$ cat src/design/riscv_pkg.sv
// Shared word, register index, opcode, ALU-control and selector types for the core

package riscv_pkg;

    // ------------------------------------------------------------------
    // Basic data types
    // ------------------------------------------------------------------
    typedef logic [31:0] word_t;      // PC, data, immediates, ALU values
    typedef logic [4:0]  reg_addr_t;  // Register index x0..x31

    // Reset vector used when the top level does not override it
    localparam word_t RESET_PC_DEFAULT = 32'h0000_0000;

    // ------------------------------------------------------------------
    // Opcodes of the supported subset
    // ------------------------------------------------------------------
    typedef enum logic [6:0] {
        OP_LOAD   = 7'b0000011,  // lw
        OP_STORE  = 7'b0100011,  // sw
        OP_RTYPE  = 7'b0110011,  // add sub and or slt
        OP_BRANCH = 7'b1100011,  // beq
        OP_ITYPE  = 7'b0010011,  // addi andi ori slti
        OP_JAL    = 7'b1101111   // jal
    } opcode_t;

    // Immediate format select
    typedef enum logic [1:0] {
        IMM_I = 2'b00,
        IMM_S = 2'b01,
        IMM_B = 2'b10,
        IMM_J = 2'b11
    } imm_src_t;

    // Writeback source select
    typedef enum logic [1:0] {
        RES_ALU = 2'b00,
        RES_MEM = 2'b01,
        RES_PC4 = 2'b10   // Link value for jal
    } result_src_t;

    // Operation class from the main decoder
    typedef enum logic [1:0] {
        ALUOP_ADD   = 2'b00,  // Address calculation
        ALUOP_SUB   = 2'b01,  // Branch compare
        ALUOP_FUNCT = 2'b10   // Look at funct3 / funct7
    } alu_op_t;

    // ALU operation
    typedef enum logic [2:0] {
        ALU_ADD = 3'b000,
        ALU_SUB = 3'b001,
        ALU_AND = 3'b010,
        ALU_OR  = 3'b011,
        ALU_SLT = 3'b101
    } alu_ctrl_t;

endpackage

$ cat src/design/control_unit.sv
// Main opcode decoder and ALU decoder driving all datapath selects and enables
`timescale 1ns/1ps

module control_unit (
    input  logic                     i_rst_n,      // Sync reset, active low
    input  logic [6:0]               i_opcode,     // Instruction bits 6:0
    input  logic [2:0]               i_funct3,     // Instruction bits 14:12
    input  logic                     i_funct7b5,   // Instruction bit 30
    input  logic                     i_zero,       // From ALU
    output logic                     o_reg_write,
    output riscv_pkg::imm_src_t      o_imm_src,
    output logic                     o_alu_src,    // 1 = immediate operand
    output riscv_pkg::result_src_t   o_result_src,
    output riscv_pkg::alu_ctrl_t     o_alu_ctrl,
    output logic                     o_dmem_we,
    output logic                     o_pc_src      // 1 = take PC + imm
);

    import riscv_pkg::*;

    logic [10:0] ctrl_vec;         // Packed control word
    logic        reg_write;
    logic [1:0]  imm_src_bits;
    logic        mem_write;
    logic [1:0]  result_src_bits;
    logic        branch;
    logic [1:0]  alu_op_bits;
    logic        jump;
    logic        is_rtype;

    // ------------------------------------------------------------------
    // Main decoder
    // Field order: reg_write imm_src alu_src mem_write result_src
    //              branch alu_op jump
    // ------------------------------------------------------------------
    always_comb begin
        case (opcode_t'(i_opcode))
            OP_LOAD:   ctrl_vec = {1'b1, IMM_I, 1'b1, 1'b0, RES_MEM, 1'b0, ALUOP_ADD, 1'b0};
            OP_STORE:  ctrl_vec = {1'b0, IMM_S, 1'b1, 1'b1, RES_ALU, 1'b0, ALUOP_ADD, 1'b0};
            OP_RTYPE:  ctrl_vec = {1'b1, IMM_I, 1'b0, 1'b0, RES_ALU, 1'b0, ALUOP_FUNCT, 1'b0};
            OP_BRANCH: ctrl_vec = {1'b0, IMM_B, 1'b0, 1'b0, RES_ALU, 1'b1, ALUOP_SUB, 1'b0};
            OP_ITYPE:  ctrl_vec = {1'b1, IMM_I, 1'b1, 1'b0, RES_ALU, 1'b0, ALUOP_FUNCT, 1'b0};
            OP_JAL:    ctrl_vec = {1'b1, IMM_J, 1'b0, 1'b0, RES_PC4, 1'b0, ALUOP_ADD, 1'b1};
            // Unknown opcode is a no-op, nothing written, PC + 4
            default:   ctrl_vec = {1'b0, IMM_I, 1'b0, 1'b0, RES_ALU, 1'b0, ALUOP_ADD, 1'b0};
        endcase
    end

    assign {reg_write, imm_src_bits, o_alu_src, mem_write,
            result_src_bits, branch, alu_op_bits, jump} = ctrl_vec;

    assign o_imm_src    = imm_src_t'(imm_src_bits);
    assign o_result_src = result_src_t'(result_src_bits);

    // ------------------------------------------------------------------
    // ALU decoder
    // ------------------------------------------------------------------
    assign is_rtype = (opcode_t'(i_opcode) == OP_RTYPE);  // addi never subtracts

    always_comb begin
        case (alu_op_t'(alu_op_bits))
            ALUOP_ADD: o_alu_ctrl = ALU_ADD;  // lw / sw address
            ALUOP_SUB: o_alu_ctrl = ALU_SUB;  // beq compare
            ALUOP_FUNCT: begin
                case (i_funct3)
                    3'b000:  o_alu_ctrl = (is_rtype && i_funct7b5) ? ALU_SUB : ALU_ADD;
                    3'b010:  o_alu_ctrl = ALU_SLT;
                    3'b110:  o_alu_ctrl = ALU_OR;
                    3'b111:  o_alu_ctrl = ALU_AND;
                    default: o_alu_ctrl = ALU_ADD;  // Unsupported funct3
                endcase
            end
            default:   o_alu_ctrl = ALU_ADD;
        endcase
    end

    // Branch taken only on equal compare, jal always redirects
    assign o_pc_src = (branch & i_zero) | jump;

    // No state changes while in reset
    assign o_reg_write = reg_write & i_rst_n;
    assign o_dmem_we   = mem_write & i_rst_n;

endmodule

$ cat src/design/alu.sv
// ALU with operand-B select, add/sub/and/or/slt and zero flag
`timescale 1ns/1ps

module alu (
    input  riscv_pkg::word_t     i_rs1_data,  // Operand A
    input  riscv_pkg::word_t     i_rs2_data,  // Register operand B
    input  riscv_pkg::word_t     i_imm,       // Immediate operand B
    input  logic                 i_alu_src,   // 1 = immediate
    input  riscv_pkg::alu_ctrl_t i_alu_ctrl,
    output riscv_pkg::word_t     o_result,
    output logic                 o_zero       // Result is zero, for beq
);

    import riscv_pkg::*;

    word_t src_a;
    word_t src_b;
    word_t sum;
    word_t diff;
    logic  lt_signed;

    assign src_a = i_rs1_data;

    // Operand B mux
    assign src_b = i_alu_src ? i_imm : i_rs2_data;

    // ------------------------------------------------------------------
    // Arithmetic
    // ------------------------------------------------------------------
    assign sum  = src_a + src_b;
    assign diff = src_a - src_b;  // Also the beq compare

    // Signed compare for slt / slti
    assign lt_signed = $signed(src_a) < $signed(src_b);

    // ------------------------------------------------------------------
    // Result select
    // ------------------------------------------------------------------
    always_comb begin
        case (i_alu_ctrl)
            ALU_ADD: o_result = sum;
            ALU_SUB: o_result = diff;
            ALU_AND: o_result = src_a & src_b;
            ALU_OR:  o_result = src_a | src_b;
            ALU_SLT: o_result = {31'b0, lt_signed};  // 0 or 1
            default: o_result = sum;
        endcase
    end

    // Zero flag
    assign o_zero = (o_result == '0);

endmodule

$ cat src/design/regfile.sv
// 32-entry register file with x0 tied to zero and writeback source mux
`timescale 1ns/1ps

module regfile (
    input  logic                     i_clk,
    input  logic                     i_rst_n,       // Sync reset, active low
    input  logic                     i_we,          // Write enable
    input  riscv_pkg::reg_addr_t     i_rs1,
    input  riscv_pkg::reg_addr_t     i_rs2,
    input  riscv_pkg::reg_addr_t     i_rd,
    input  riscv_pkg::result_src_t   i_result_src,  // Writeback source
    input  riscv_pkg::word_t         i_alu_result,
    input  riscv_pkg::word_t         i_mem_rdata,
    input  riscv_pkg::word_t         i_pc_plus4,    // jal link value
    output riscv_pkg::word_t         o_rs1_data,
    output riscv_pkg::word_t         o_rs2_data
);

    import riscv_pkg::*;

    word_t regs [32];   // x0..x31
    word_t wr_data;

    // Writeback mux
    always_comb begin
        case (i_result_src)
            RES_ALU: wr_data = i_alu_result;
            RES_MEM: wr_data = i_mem_rdata;   // lw
            RES_PC4: wr_data = i_pc_plus4;    // jal
            default: wr_data = i_alu_result;
        endcase
    end

    // ------------------------------------------------------------------
    // Write port, rising edge
    // ------------------------------------------------------------------
    always_ff @(posedge i_clk) begin
        if (!i_rst_n) begin
            for (int i = 0; i < 32; i++) begin
                regs[i] <= '0;
            end
        end else if (i_we && (i_rd != '0)) begin  // x0 never written
            regs[i_rd] <= wr_data;
        end
    end

    // Combinational read ports, x0 reads zero
    assign o_rs1_data = (i_rs1 == '0) ? '0 : regs[i_rs1];
    assign o_rs2_data = (i_rs2 == '0) ? '0 : regs[i_rs2];

endmodule

$ cat src/design/imm_extend.sv
// Immediate builder for I, S, B and J formats with sign extension
`timescale 1ns/1ps

module imm_extend (
    input  logic [31:7]          i_instr_hi,  // Instruction bits 31:7
    input  riscv_pkg::imm_src_t  i_imm_src,   // Format select
    output riscv_pkg::word_t     o_imm
);

    import riscv_pkg::*;

    logic sign;

    assign sign = i_instr_hi[31];  // Bit 31 is the sign in every format

    always_comb begin
        case (i_imm_src)
            // lw, addi, andi, ori, slti
            IMM_I: o_imm = {{20{sign}}, i_instr_hi[31:20]};
            // sw, split field
            IMM_S: o_imm = {{20{sign}}, i_instr_hi[31:25], i_instr_hi[11:7]};
            // beq, halfword offset
            IMM_B: o_imm = {{20{sign}}, i_instr_hi[7], i_instr_hi[30:25],
                            i_instr_hi[11:8], 1'b0};
            // jal, halfword offset
            IMM_J: o_imm = {{12{sign}}, i_instr_hi[19:12], i_instr_hi[20],
                            i_instr_hi[30:21], 1'b0};
            default: o_imm = {{20{sign}}, i_instr_hi[31:20]};
        endcase
    end

endmodule

$ cat src/design/pc_unit.sv
// Program counter register with PC+4, branch target and next-PC select
`timescale 1ns/1ps

module pc_unit #(
    parameter riscv_pkg::word_t RESET_PC = riscv_pkg::RESET_PC_DEFAULT  // Word aligned
) (
    input  logic              i_clk,
    input  logic              i_rst_n,     // Sync reset, active low
    input  logic              i_pc_src,    // 1 = jump to target
    input  riscv_pkg::word_t  i_imm,       // B or J offset
    output riscv_pkg::word_t  o_pc,
    output riscv_pkg::word_t  o_pc_plus4   // Also the jal link value
);

    import riscv_pkg::*;

    word_t pc_target;
    word_t pc_next;

    assign o_pc_plus4 = o_pc + 32'd4;
    assign pc_target  = o_pc + i_imm;       // PC-relative target

    // Next PC select
    assign pc_next = i_pc_src ? pc_target : o_pc_plus4;

    // PC register
    always_ff @(posedge i_clk) begin
        if (!i_rst_n) begin
            o_pc <= RESET_PC;
        end else begin
            o_pc <= pc_next;  // One instruction per cycle
        end
    end

endmodule

$ cat src/design/riscv_core.sv
// Single-cycle RV32I subset core top level joining control and datapath
`timescale 1ns/1ps

module riscv_core #(
    parameter riscv_pkg::word_t RESET_PC = riscv_pkg::RESET_PC_DEFAULT
) (
    input  logic              i_clk,
    input  logic              i_rst_n,       // Sync reset, active low
    input  riscv_pkg::word_t  i_instr,       // Fetched word, same cycle
    input  riscv_pkg::word_t  i_dmem_rdata,  // Load data, same cycle
    output riscv_pkg::word_t  o_pc,
    output riscv_pkg::word_t  o_dmem_addr,   // ALU result, every instruction
    output riscv_pkg::word_t  o_dmem_wdata,
    output logic              o_dmem_we
);

    import riscv_pkg::*;

    // ------------------------------------------------------------------
    // Instruction fields
    // ------------------------------------------------------------------
    logic [6:0]  opcode;
    logic [2:0]  funct3;
    logic        funct7b5;
    reg_addr_t   rs1;
    reg_addr_t   rs2;
    reg_addr_t   rd;
    logic [31:7] instr_hi;

    assign opcode   = i_instr[6:0];
    assign rd       = i_instr[11:7];
    assign funct3   = i_instr[14:12];
    assign rs1      = i_instr[19:15];
    assign rs2      = i_instr[24:20];
    assign funct7b5 = i_instr[30];     // sub vs add
    assign instr_hi = i_instr[31:7];   // Immediate bits

    // Control
    logic        reg_write;
    imm_src_t    imm_src;
    logic        alu_src;
    result_src_t result_src;
    alu_ctrl_t   alu_ctrl;
    logic        pc_src;
    logic        zero;

    // Datapath
    word_t       imm;
    word_t       rs1_data;
    word_t       rs2_data;
    word_t       alu_result;
    word_t       pc_plus4;

    // ------------------------------------------------------------------
    // Blocks
    // ------------------------------------------------------------------
    control_unit control_unit_inst (
        .i_rst_n      (i_rst_n),
        .i_opcode     (opcode),
        .i_funct3     (funct3),
        .i_funct7b5   (funct7b5),
        .i_zero       (zero),
        .o_reg_write  (reg_write),
        .o_imm_src    (imm_src),
        .o_alu_src    (alu_src),
        .o_result_src (result_src),
        .o_alu_ctrl   (alu_ctrl),
        .o_dmem_we    (o_dmem_we),
        .o_pc_src     (pc_src)
    );

    imm_extend imm_extend_inst (
        .i_instr_hi (instr_hi),
        .i_imm_src  (imm_src),
        .o_imm      (imm)
    );

    regfile regfile_inst (
        .i_clk        (i_clk),
        .i_rst_n      (i_rst_n),
        .i_we         (reg_write),
        .i_rs1        (rs1),
        .i_rs2        (rs2),
        .i_rd         (rd),
        .i_result_src (result_src),
        .i_alu_result (alu_result),
        .i_mem_rdata  (i_dmem_rdata),
        .i_pc_plus4   (pc_plus4),
        .o_rs1_data   (rs1_data),
        .o_rs2_data   (rs2_data)
    );

    alu alu_inst (
        .i_rs1_data (rs1_data),
        .i_rs2_data (rs2_data),
        .i_imm      (imm),
        .i_alu_src  (alu_src),
        .i_alu_ctrl (alu_ctrl),
        .o_result   (alu_result),
        .o_zero     (zero)
    );

    pc_unit #(
        .RESET_PC (RESET_PC)
    ) pc_unit_inst (
        .i_clk      (i_clk),
        .i_rst_n    (i_rst_n),
        .i_pc_src   (pc_src),
        .i_imm      (imm),
        .o_pc       (o_pc),
        .o_pc_plus4 (pc_plus4)
    );

    assign o_dmem_addr  = alu_result;
    assign o_dmem_wdata = rs2_data;  // sw data

endmodule

$ cat config.mk
export PLATFORM = sky130hd
export DESIGN_NAME = riscv_core
export DESIGN_NICKNAME = d
export VERILOG_FILES = /design/src/design/riscv_pkg.sv /design/src/design/control_unit.sv /design/src/design/alu.sv /design/src/design/regfile.sv /design/src/design/imm_extend.sv /design/src/design/pc_unit.sv /design/src/design/riscv_core.sv
export SDC_FILE = /design/constraint.sdc
export NUM_CORES = 2
export LEC_CHECK = 0
export BUFFER_PORTS_ARGS = -buffer_cell sky130_fd_sc_hd__buf_4
export CORE_MARGIN = 2
export CORE_UTILIZATION = 64
export CTS_CLUSTER_DIAMETER = 200
export DETAILED_ROUTE_END_ITERATION = 16
export GPL_ROUTABILITY_DRIVEN = 0
export PLACE_DENSITY_LB_ADDON = 0.05
export SLEW_MARGIN = 0
export SYNTH_ARGS = -nofsm -noshare
export SYNTH_HDL_FRONTEND = slang
export SYNTH_SLANG_ARGS = --single-unit
$ cat constraint.sdc
create_clock -name i_clk -period 11.8 [get_ports i_clk]
set_clock_uncertainty 0.1 [all_clocks]
set_input_delay 1.77 -clock i_clk [delete_from_list [all_inputs] [get_ports i_clk]]
set_output_delay 1.77 -clock i_clk [all_outputs]
set_load 0.01 [all_outputs]
# Word level (Yosys, flattened, before mapping)
# Memories as Yosys holds them, arrays and structs flattened.
# Index checks and enable logic that the tools add are counted.
[totals] ff_bits=32 mem_bits_rw=1024 input_bits=66 output_inout_bits=97 word_cells=60 memories=1
[memory_table] memory="regfile_inst.regs" words=32 width=32 rd=2 rd_clocked_by_memory_dff=0 write_ports=32 line_no="regfile.sv:21" text="word_t regs [32];"
[op_classes] add_sub_neg=4 n_lt_le_gt_ge=1 eq_ne=20 muxes=18 bitwise=6 reduce_logical=9
[op_table] op="one-hot mux 32 bit (4 select lines)" count=2
[op_table] op="two-way mux 32 bit" count=5
[op_table] op="one-hot mux 11 bit (6 select lines)" count=1
[op_table] op="adder 32 bit" count=2
[op_table] op="one-hot mux 32 bit (2 select lines)" count=1
[op_table] op="adder 32 x 3 -> 32 bit (second input constant)" count=1
[op_table] op="bitwise AND 32 bit" count=1
[op_table] op="logical NOT 32 bit" count=1
[op_table] op="< comparator 32 bit" count=1
[op_table] op="bitwise OR 32 bit" count=1
[op_table] op="OR reduction 32 bit" count=1
[op_table] op="subtractor 32 bit" count=1
[op_table] op="== test 7 x 6 -> 1 bit (second input constant)" count=2
[op_table] op="== test 7 bit (second input constant)" count=2
[op_table] op="one-hot mux 3 bit (4 select lines)" count=1
[op_table] op="logical NOT 5 bit" count=2
[op_table] op="== test 3 x 2 -> 1 bit (second input constant)" count=3
[op_table] op="== test 3 bit (second input constant)" count=3
[op_table] op="== test 2 bit (second input constant)" count=4
[op_table] op="== test 7 x 2 -> 1 bit (second input constant)" count=1
[op_table] op="== test 7 x 5 -> 1 bit (second input constant)" count=1
[op_table] op="== test 2 x 1 -> 1 bit (second input constant)" count=3
[op_table] op="two-way mux 1 bit" count=6
[op_table] op="one-hot mux 3 bit (2 select lines)" count=1
[op_table] op="8 further kinds" count=11

# Longest topological paths before layout
[depth] depth_word=11 ltp_mapped=29 mapped_depth_nobuf=24

# Cells and area by module
# A second synthesis with hierarchy kept.
[hier_totals] hier_cells=5189 hier_area_um2=62982.9
[modules_own_cells] module="regfile" n_inst=1 cells_each=3729 area_each_um2=53024.6 seq_area_each_um2=30749.5
[modules_own_cells] module="alu" n_inst=1 cells_each=912 area_each_um2=5930.7 seq_area_each_um2=0.0
[modules_own_cells] module="pc_unit" n_inst=1 cells_each=473 area_each_um2=3472.1 seq_area_each_um2=640.6
[modules_own_cells] module="imm_extend" n_inst=1 cells_each=39 area_each_um2=322.8 seq_area_each_um2=0.0
[modules_own_cells] module="control_unit" n_inst=1 cells_each=36 area_each_um2=232.7 seq_area_each_um2=0.0

# Worst setup path before layout
# Ideal clock, no wire load.
[synth_path] path_kind="input-to-output" start="input port i_instr[20]" end="output port o_dmem_addr[29]" arrival_ns=7.507 required_time_ns=9.930 path_slack_ns=2.423 stages=23 path_buffers=6 cell_sequence="clkbuf_1 > clkbuf_1 > clkbuf_1 > clkbuf_1 > clkbuf_1 > mux2i_1 > o22ai_1 > a211o_1 > a21oi_1 > nor3_1 > a21oi_1 > ha_1 > clkbuf_1 > nor3b_1 > nand4_1 > a311o_1 > o311ai_0 > a21oi_1 > o21a_1 > nor3_1 > o32ai_1 > and2_1 > inv_1"
[synth_between] elab_chain_len=5 elab_cells_between_ends=10 classes_between="2 x add/sub; 4 x mux; 2 x bitwise; 1 x reduce/logical; 1 x memory"
[synth_rtl] item="from (decl)" line_no="riscv_core.sv:9" text="input riscv_pkg::word_t i_instr,"
[synth_rtl] item="memory read (32 x 32 bit) / logical NOT 5 bit (equally long branches)"
[synth_rtl] item="two-way mux 32 bit (*)" line_no="regfile.sv:49" text="assign o_rs2_data = (i_rs2 == '0) ? '0 : regs[i_rs2];"
[synth_rtl] item="net o_dmem_wdata[15]" line_no="riscv_core.sv:13" text="output riscv_pkg::word_t o_dmem_wdata,"
[synth_rtl] item="two-way mux 32 bit (*)" line_no="alu.sv:25" text="assign src_b = i_alu_src ? i_imm : i_rs2_data;"
[synth_rtl] item="adder 32 bit / subtractor 32 bit (equally long branches)" line_no="alu.sv:30, alu.sv:31"
[synth_rtl] item="one-hot mux 32 bit (4 select lines) (*)" line_no="alu.sv:40" text="case (i_alu_ctrl)"
[synth_rtl] item="to (decl)" line_no="riscv_core.sv:12" text="output riscv_pkg::word_t o_dmem_addr,"
# Mark *: on every way through the listed nets, which the timed path passes. The rest lies on a longest branch. The select of a mux whose other input is x is not followed.

# Worst setup path in the final report
[layout_path] start="input port i_instr[22]" end="output port o_dmem_addr[28]"
[layout_between] elab_chain_len=5 elab_cells_between_ends=10 classes_between="2 x add/sub; 4 x mux; 2 x bitwise; 1 x reduce/logical; 1 x memory"
[layout_rtl] item="memory read (32 x 32 bit) / logical NOT 5 bit (equally long branches)"
[layout_rtl] item="two-way mux 32 bit" line_no="regfile.sv:49"
[layout_rtl] item="two-way mux 32 bit (*)" line_no="alu.sv:25"
[layout_rtl] item="adder 32 bit, or another cell as far along" line_no="alu.sv:30" text="assign sum = src_a + src_b;"
[layout_rtl] item="one-hot mux 32 bit (4 select lines) (*)" line_no="alu.sv:40"
# Mark *: on every way between the ends. The rest lies on a longest branch, timed or not. The select of a mux whose other input is x is not followed.

==> reports/qor.csv <==
metric,value,unit
reported net switching power,3.54,mW
run status,completed,
detailed-route via count,47500,
worst hold path class,flip-flop to flip-flop,
most frequent cell on the critical path,sky130_fd_sc_hd__a21oi_1,
register-to-register path setup slack,3.75,ns
Num CTS Buffers,110,
RSZ-0062 raised after global routing,false,
worst endpoint required time,9.93,ns
WHS Endpoint,pc_unit_inst.o_pc[0]$_SDFFE_PN0P_,
Tot GR Track Use,45.4,%
chip width,316,µm
number of synthesized flops with an enable pin,1024,
Final Hold Fails,0,
mux cell area share after synthesis,22.6,%
part of the power in the clock network,31.5,%
setup violation total in the final timing report,0,
largest stage delay on the critical path,1.06,ns
Num Clock Sinks,1056,
final critical-path share of the clock period,90.3,%
ordered cell list for the critical path,buf_4 > or3_2 > o22ai_1 > a211o_1 > a21oi_1 > nor3_1 > a21oi_1 > ha_1 > nor4bb_1 > nand3_1 > a21oi_1 > o2111ai_1 > nand2_1 > nor4bb_1 > a211oi_1 > a221o_1 > a21oi_1 > inv_1 > buf_4,
core region area,96400,µm²
initial antenna violation count,7,
via/cell ratio,7.53,
worst path setup slack after routing,1.14,ns
top fanout value on the critical path,29,
largest net degree at the start of global routing,88,
maximum ir drop on the vdd rail,0.000171,V
GR Overflow Total,0,
area fraction in compound gates after synthesis,7.61,%
remaining design rule violation count,0,
Pint,6.96,mW
CP arrival,8.79,ns
"FF+latch count, synth",1056,
Post-Place Setup Slack,1.87,ns
Relative slew margins,10.9,%
post-route ant nets,0,
wire length of the first global-routing pass,318,mm
critical path start-end classification,input pin to output pin,
deepest clock path buffer count,3,
clock root buffer,sky130_fd_sc_hd__clkbuf_16,
DP Area,65000,µm²
start point of the worst hold path,pc_unit_inst.o_pc[0]$_SDFFE_PN0P_,
post-synthesis share of cell area spent on xor and xnor gates,0.958,%
path depth of the worst reg2reg path,20,
Post-Route Setup TNS,0,ns
Layout Nets,5137,
switching share of power,33.7,%
most used flip-flop cell after synthesis,sky130_fd_sc_hd__edfxtp_1,
share of final-layout standard cells stronger than drive strength 1,24.0,%
number of placed I/O pins,163,
dominant combinational cell family by area after synthesis,multiplexers,
number of distinct library cells after synthesis,100,
relative contribution of combinational cells to total power,27.0,%
total of hold buffers inserted after clock tree synthesis,0,
post-synthesis cell count,4937,
Synthesis Warnings,0,
clock slew at reported path FFs,0.06,ns
post-detailed-routing wire length,225,mm
"Avg Cell Area, Syn",12.6,µm²
Post-Synthesis Cell Area,62200,µm²
sequential share of power,41.5,%
average wire length per cell after detail routing,35.8,µm
Crit Reg-Reg Startpoint,regfile_inst.regs[7][11]$_SDFFCE_PN0P_,
Slew Limit Fails,0,
quantity of I/O buffers inserted on ports,162,
final period demand of the worst path,10.66,ns
max-capacitance violation count,0,
Syn-to-layout area delta,9.94,%
DPL Wire Length,136,mm
Clock H-tree levels,3,
initial core utilization,64.5,%
Power Total,10.5,mW
post-CTS resize count,0,
Clock Latency Late Sink,0.75,ns
via count of the first global-routing pass,45400,
adder-cell share of the synthesized area,2.77,%
setup bufs post-CTS,0,
"Non-Filler Cell Area, Final",68400,µm²
detailed-router iteration count before antenna repair,8,
r2r endpoint,pc_unit_inst.o_pc[31]$_SDFF_PN0_,
endpoint kind of the worst setup timing path,output pin,
sequential share of the synthesized area,50.5,%
"FFs w/ async S/R, synth",0,%
maximum clock frequency,93.8,MHz
"post-synthesis share of cell area spent on and, or, nand and nor gates",11.9,%
crit start category,input pin,
"slowest stage cell, crit path",sky130_fd_sc_hd__nor3_1,
fin util,70.9,%
chip height,316,µm
power density over cell area,154,nW/µm²
CTS tree,done,
worst slew pin tran,1.33,ns
area of the die,99700,µm²
static power due to leakage,25.1,nW
Detailed Route Iter0 Violations,8332,
hold path cells,2,
total number of placement rows,114,
synth_stat cells (10+ instances only):
library cell / number / area, µm²
sky130_fd_sc_hd__a211o_1: 19 / 166
sky130_fd_sc_hd__a211oi_1: 32 / 240
sky130_fd_sc_hd__a21o_1: 55 / 413
sky130_fd_sc_hd__a21oi_1: 173 / 866
sky130_fd_sc_hd__a221o_1: 13 / 130
sky130_fd_sc_hd__a221oi_1: 34 / 298
sky130_fd_sc_hd__a22oi_1: 37 / 278
sky130_fd_sc_hd__a2bb2oi_1: 22 / 193
sky130_fd_sc_hd__a31oi_1: 10 / 62.6
sky130_fd_sc_hd__and2_1: 11 / 68.8
sky130_fd_sc_hd__and3_1: 25 / 156
sky130_fd_sc_hd__buf_1: 55 / 206
sky130_fd_sc_hd__buf_2: 15 / 75.1
sky130_fd_sc_hd__clkbuf_1: 383 / 1440
sky130_fd_sc_hd__dfxtp_1: 32 / 641
sky130_fd_sc_hd__edfxtp_1: 1024 / 30700
sky130_fd_sc_hd__ha_1: 133 / 1660
sky130_fd_sc_hd__inv_1: 135 / 507
sky130_fd_sc_hd__mux2_2: 37 / 417
sky130_fd_sc_hd__mux2i_1: 97 / 971
sky130_fd_sc_hd__mux4_2: 562 / 12700
sky130_fd_sc_hd__nand2_1: 211 / 792
sky130_fd_sc_hd__nand2b_1: 54 / 338
sky130_fd_sc_hd__nand3_1: 48 / 240
sky130_fd_sc_hd__nand4_1: 45 / 282
sky130_fd_sc_hd__nor2_1: 1152 / 4320
sky130_fd_sc_hd__nor2b_1: 16 / 100
sky130_fd_sc_hd__nor3_1: 51 / 255
sky130_fd_sc_hd__o211ai_1: 44 / 330
sky130_fd_sc_hd__o21a_1: 12 / 90.1
sky130_fd_sc_hd__o21ai_0: 53 / 265
sky130_fd_sc_hd__o21bai_1: 19 / 143
sky130_fd_sc_hd__o221ai_1: 25 / 219
sky130_fd_sc_hd__o22ai_1: 34 / 213
sky130_fd_sc_hd__or3_1: 15 / 93.8
sky130_fd_sc_hd__xnor2_1: 47 / 412
sky130_fd_sc_hd__xor2_1: 21 / 184
state kept, by name, summed over array words and instances, names as in the netlist:
register           flops
pc_unit_inst.o_pc     32
regfile_inst.regs   1024
routing by layer:
| metal | vias to the layer above | track usage [%] | share of wire (%) |
|---|---|---|---|
| met5 | - | 0.0947 | 0.016 |
| met4 | 6 | 31.0 | 8.7 |
| met3 | 1013 | 16.4 | 17 |
| met2 | 4515 | 66.0 | 43 |
| met1 | 23100 | 57.6 | 32 |
| li1 | 18800 | - | - |
placed cells by master (no fill, tap or decap), types with 21 or more instances in the layout:
master,count
sky130_fd_sc_hd__o211ai_1,44
sky130_fd_sc_hd__clkinv_1,27
sky130_fd_sc_hd__a22oi_1,37
sky130_fd_sc_hd__nand3_1,47
sky130_fd_sc_hd__nand4_1,45
sky130_fd_sc_hd__nand2b_1,54
sky130_fd_sc_hd__nor2_1,1150
sky130_fd_sc_hd__dfxtp_1,32
sky130_fd_sc_hd__nand2_1,151
sky130_fd_sc_hd__a211oi_1,32
sky130_fd_sc_hd__edfxtp_1,1024
sky130_fd_sc_hd__ha_1,132
sky130_fd_sc_hd__o22ai_1,34
sky130_fd_sc_hd__mux4_2,562
sky130_fd_sc_hd__conb_1,32
sky130_fd_sc_hd__inv_1,135
sky130_fd_sc_hd__a221oi_1,34
sky130_fd_sc_hd__clkbuf_1,31
sky130_fd_sc_hd__clkbuf_16,110
sky130_fd_sc_hd__a21oi_1,140
sky130_fd_sc_hd__buf_4,304
sky130_fd_sc_hd__xor2_1,21
sky130_fd_sc_hd__a21o_1,55
sky130_fd_sc_hd__o221ai_1,25
sky130_fd_sc_hd__nor3_1,49
sky130_fd_sc_hd__nand2_2,62
sky130_fd_sc_hd__a21oi_2,21
sky130_fd_sc_hd__mux2_2,37
sky130_fd_sc_hd__a2bb2oi_1,22
sky130_fd_sc_hd__mux2i_1,97
sky130_fd_sc_hd__and3_1,25
sky130_fd_sc_hd__xnor2_1,47
sky130_fd_sc_hd__o21ai_0,53
per-stage QoR:
stage | hold WS, ns | std cells
2_1_floorplan | 0.467 | 4968
3_3_place_gp | 0.502 | 6098
3_5_place_dp | 0.510 | 6098
4_1_cts | 0.518 | 6296
5_1_grt | 0.557 | 6298
6_report | 0.532 | 6300
power by group through the flow:
stage / sequential, mW / combinational [mW] / clock [mW]
after floorplan: 4.40 / 1.66 / 0
after global placement: 4.42 / 2.67 / 0
after detailed placement: 4.43 / 2.69 / 0
after CTS: 4.35 / 2.70 / 3.30
after global routing: 4.37 / 2.91 / 3.43
final: 4.36 / 2.83 / 3.31
cell type report:
type / count / area, µm²
clock buffers: 142 / 2880
clock inverters: 56 / 455
inverters: 136 / 510
diodes: 3 / 7.51
fillers: 6607 / 28100
multi-input cells: 3314 / 29000
flip-flops and latches: 1056 / 31400
repair buffers: 317 / 2500
well taps: 1276 / 1600
worst max-delay path, delay by kind of cell:
kind	cells	cell delay, ns
buf+inv	3	0.70
fa+ha+maj	1	0.63
simple gates	6	3.12
compound gates	9	2.49
worst max path at each step:
| stage | from | to | slack, ns | cells past startpoint |
|---|---|---|---|---|
| after global placement | i_instr[20] | o_dmem_addr[26] | 1.91 | 19 |
| after floorplan | i_instr[20] | o_dmem_addr[29] | 2.42 | 23 |
| final | i_instr[22] | o_dmem_addr[28] | 1.14 | 19 |
| after CTS | i_instr[20] | o_dmem_addr[26] | 1.84 | 18 |
| after global routing | i_instr[22] | o_dmem_addr[28] | 1.13 | 19 |
| after detailed placement | i_instr[20] | o_dmem_addr[26] | 1.87 | 19 |
kinds of logic after synthesis:
group / count (synthesis)
AOI/OAI and AO/OA: 672
xor gates and xnor gates: 68
adders and majority gates: 136
buffers and inverters: 598
DFF: 1056
muxes: 696
other: 1
and+or+nand+nor: 1710
No activity file was read; power rests on OpenSTA's default activity.
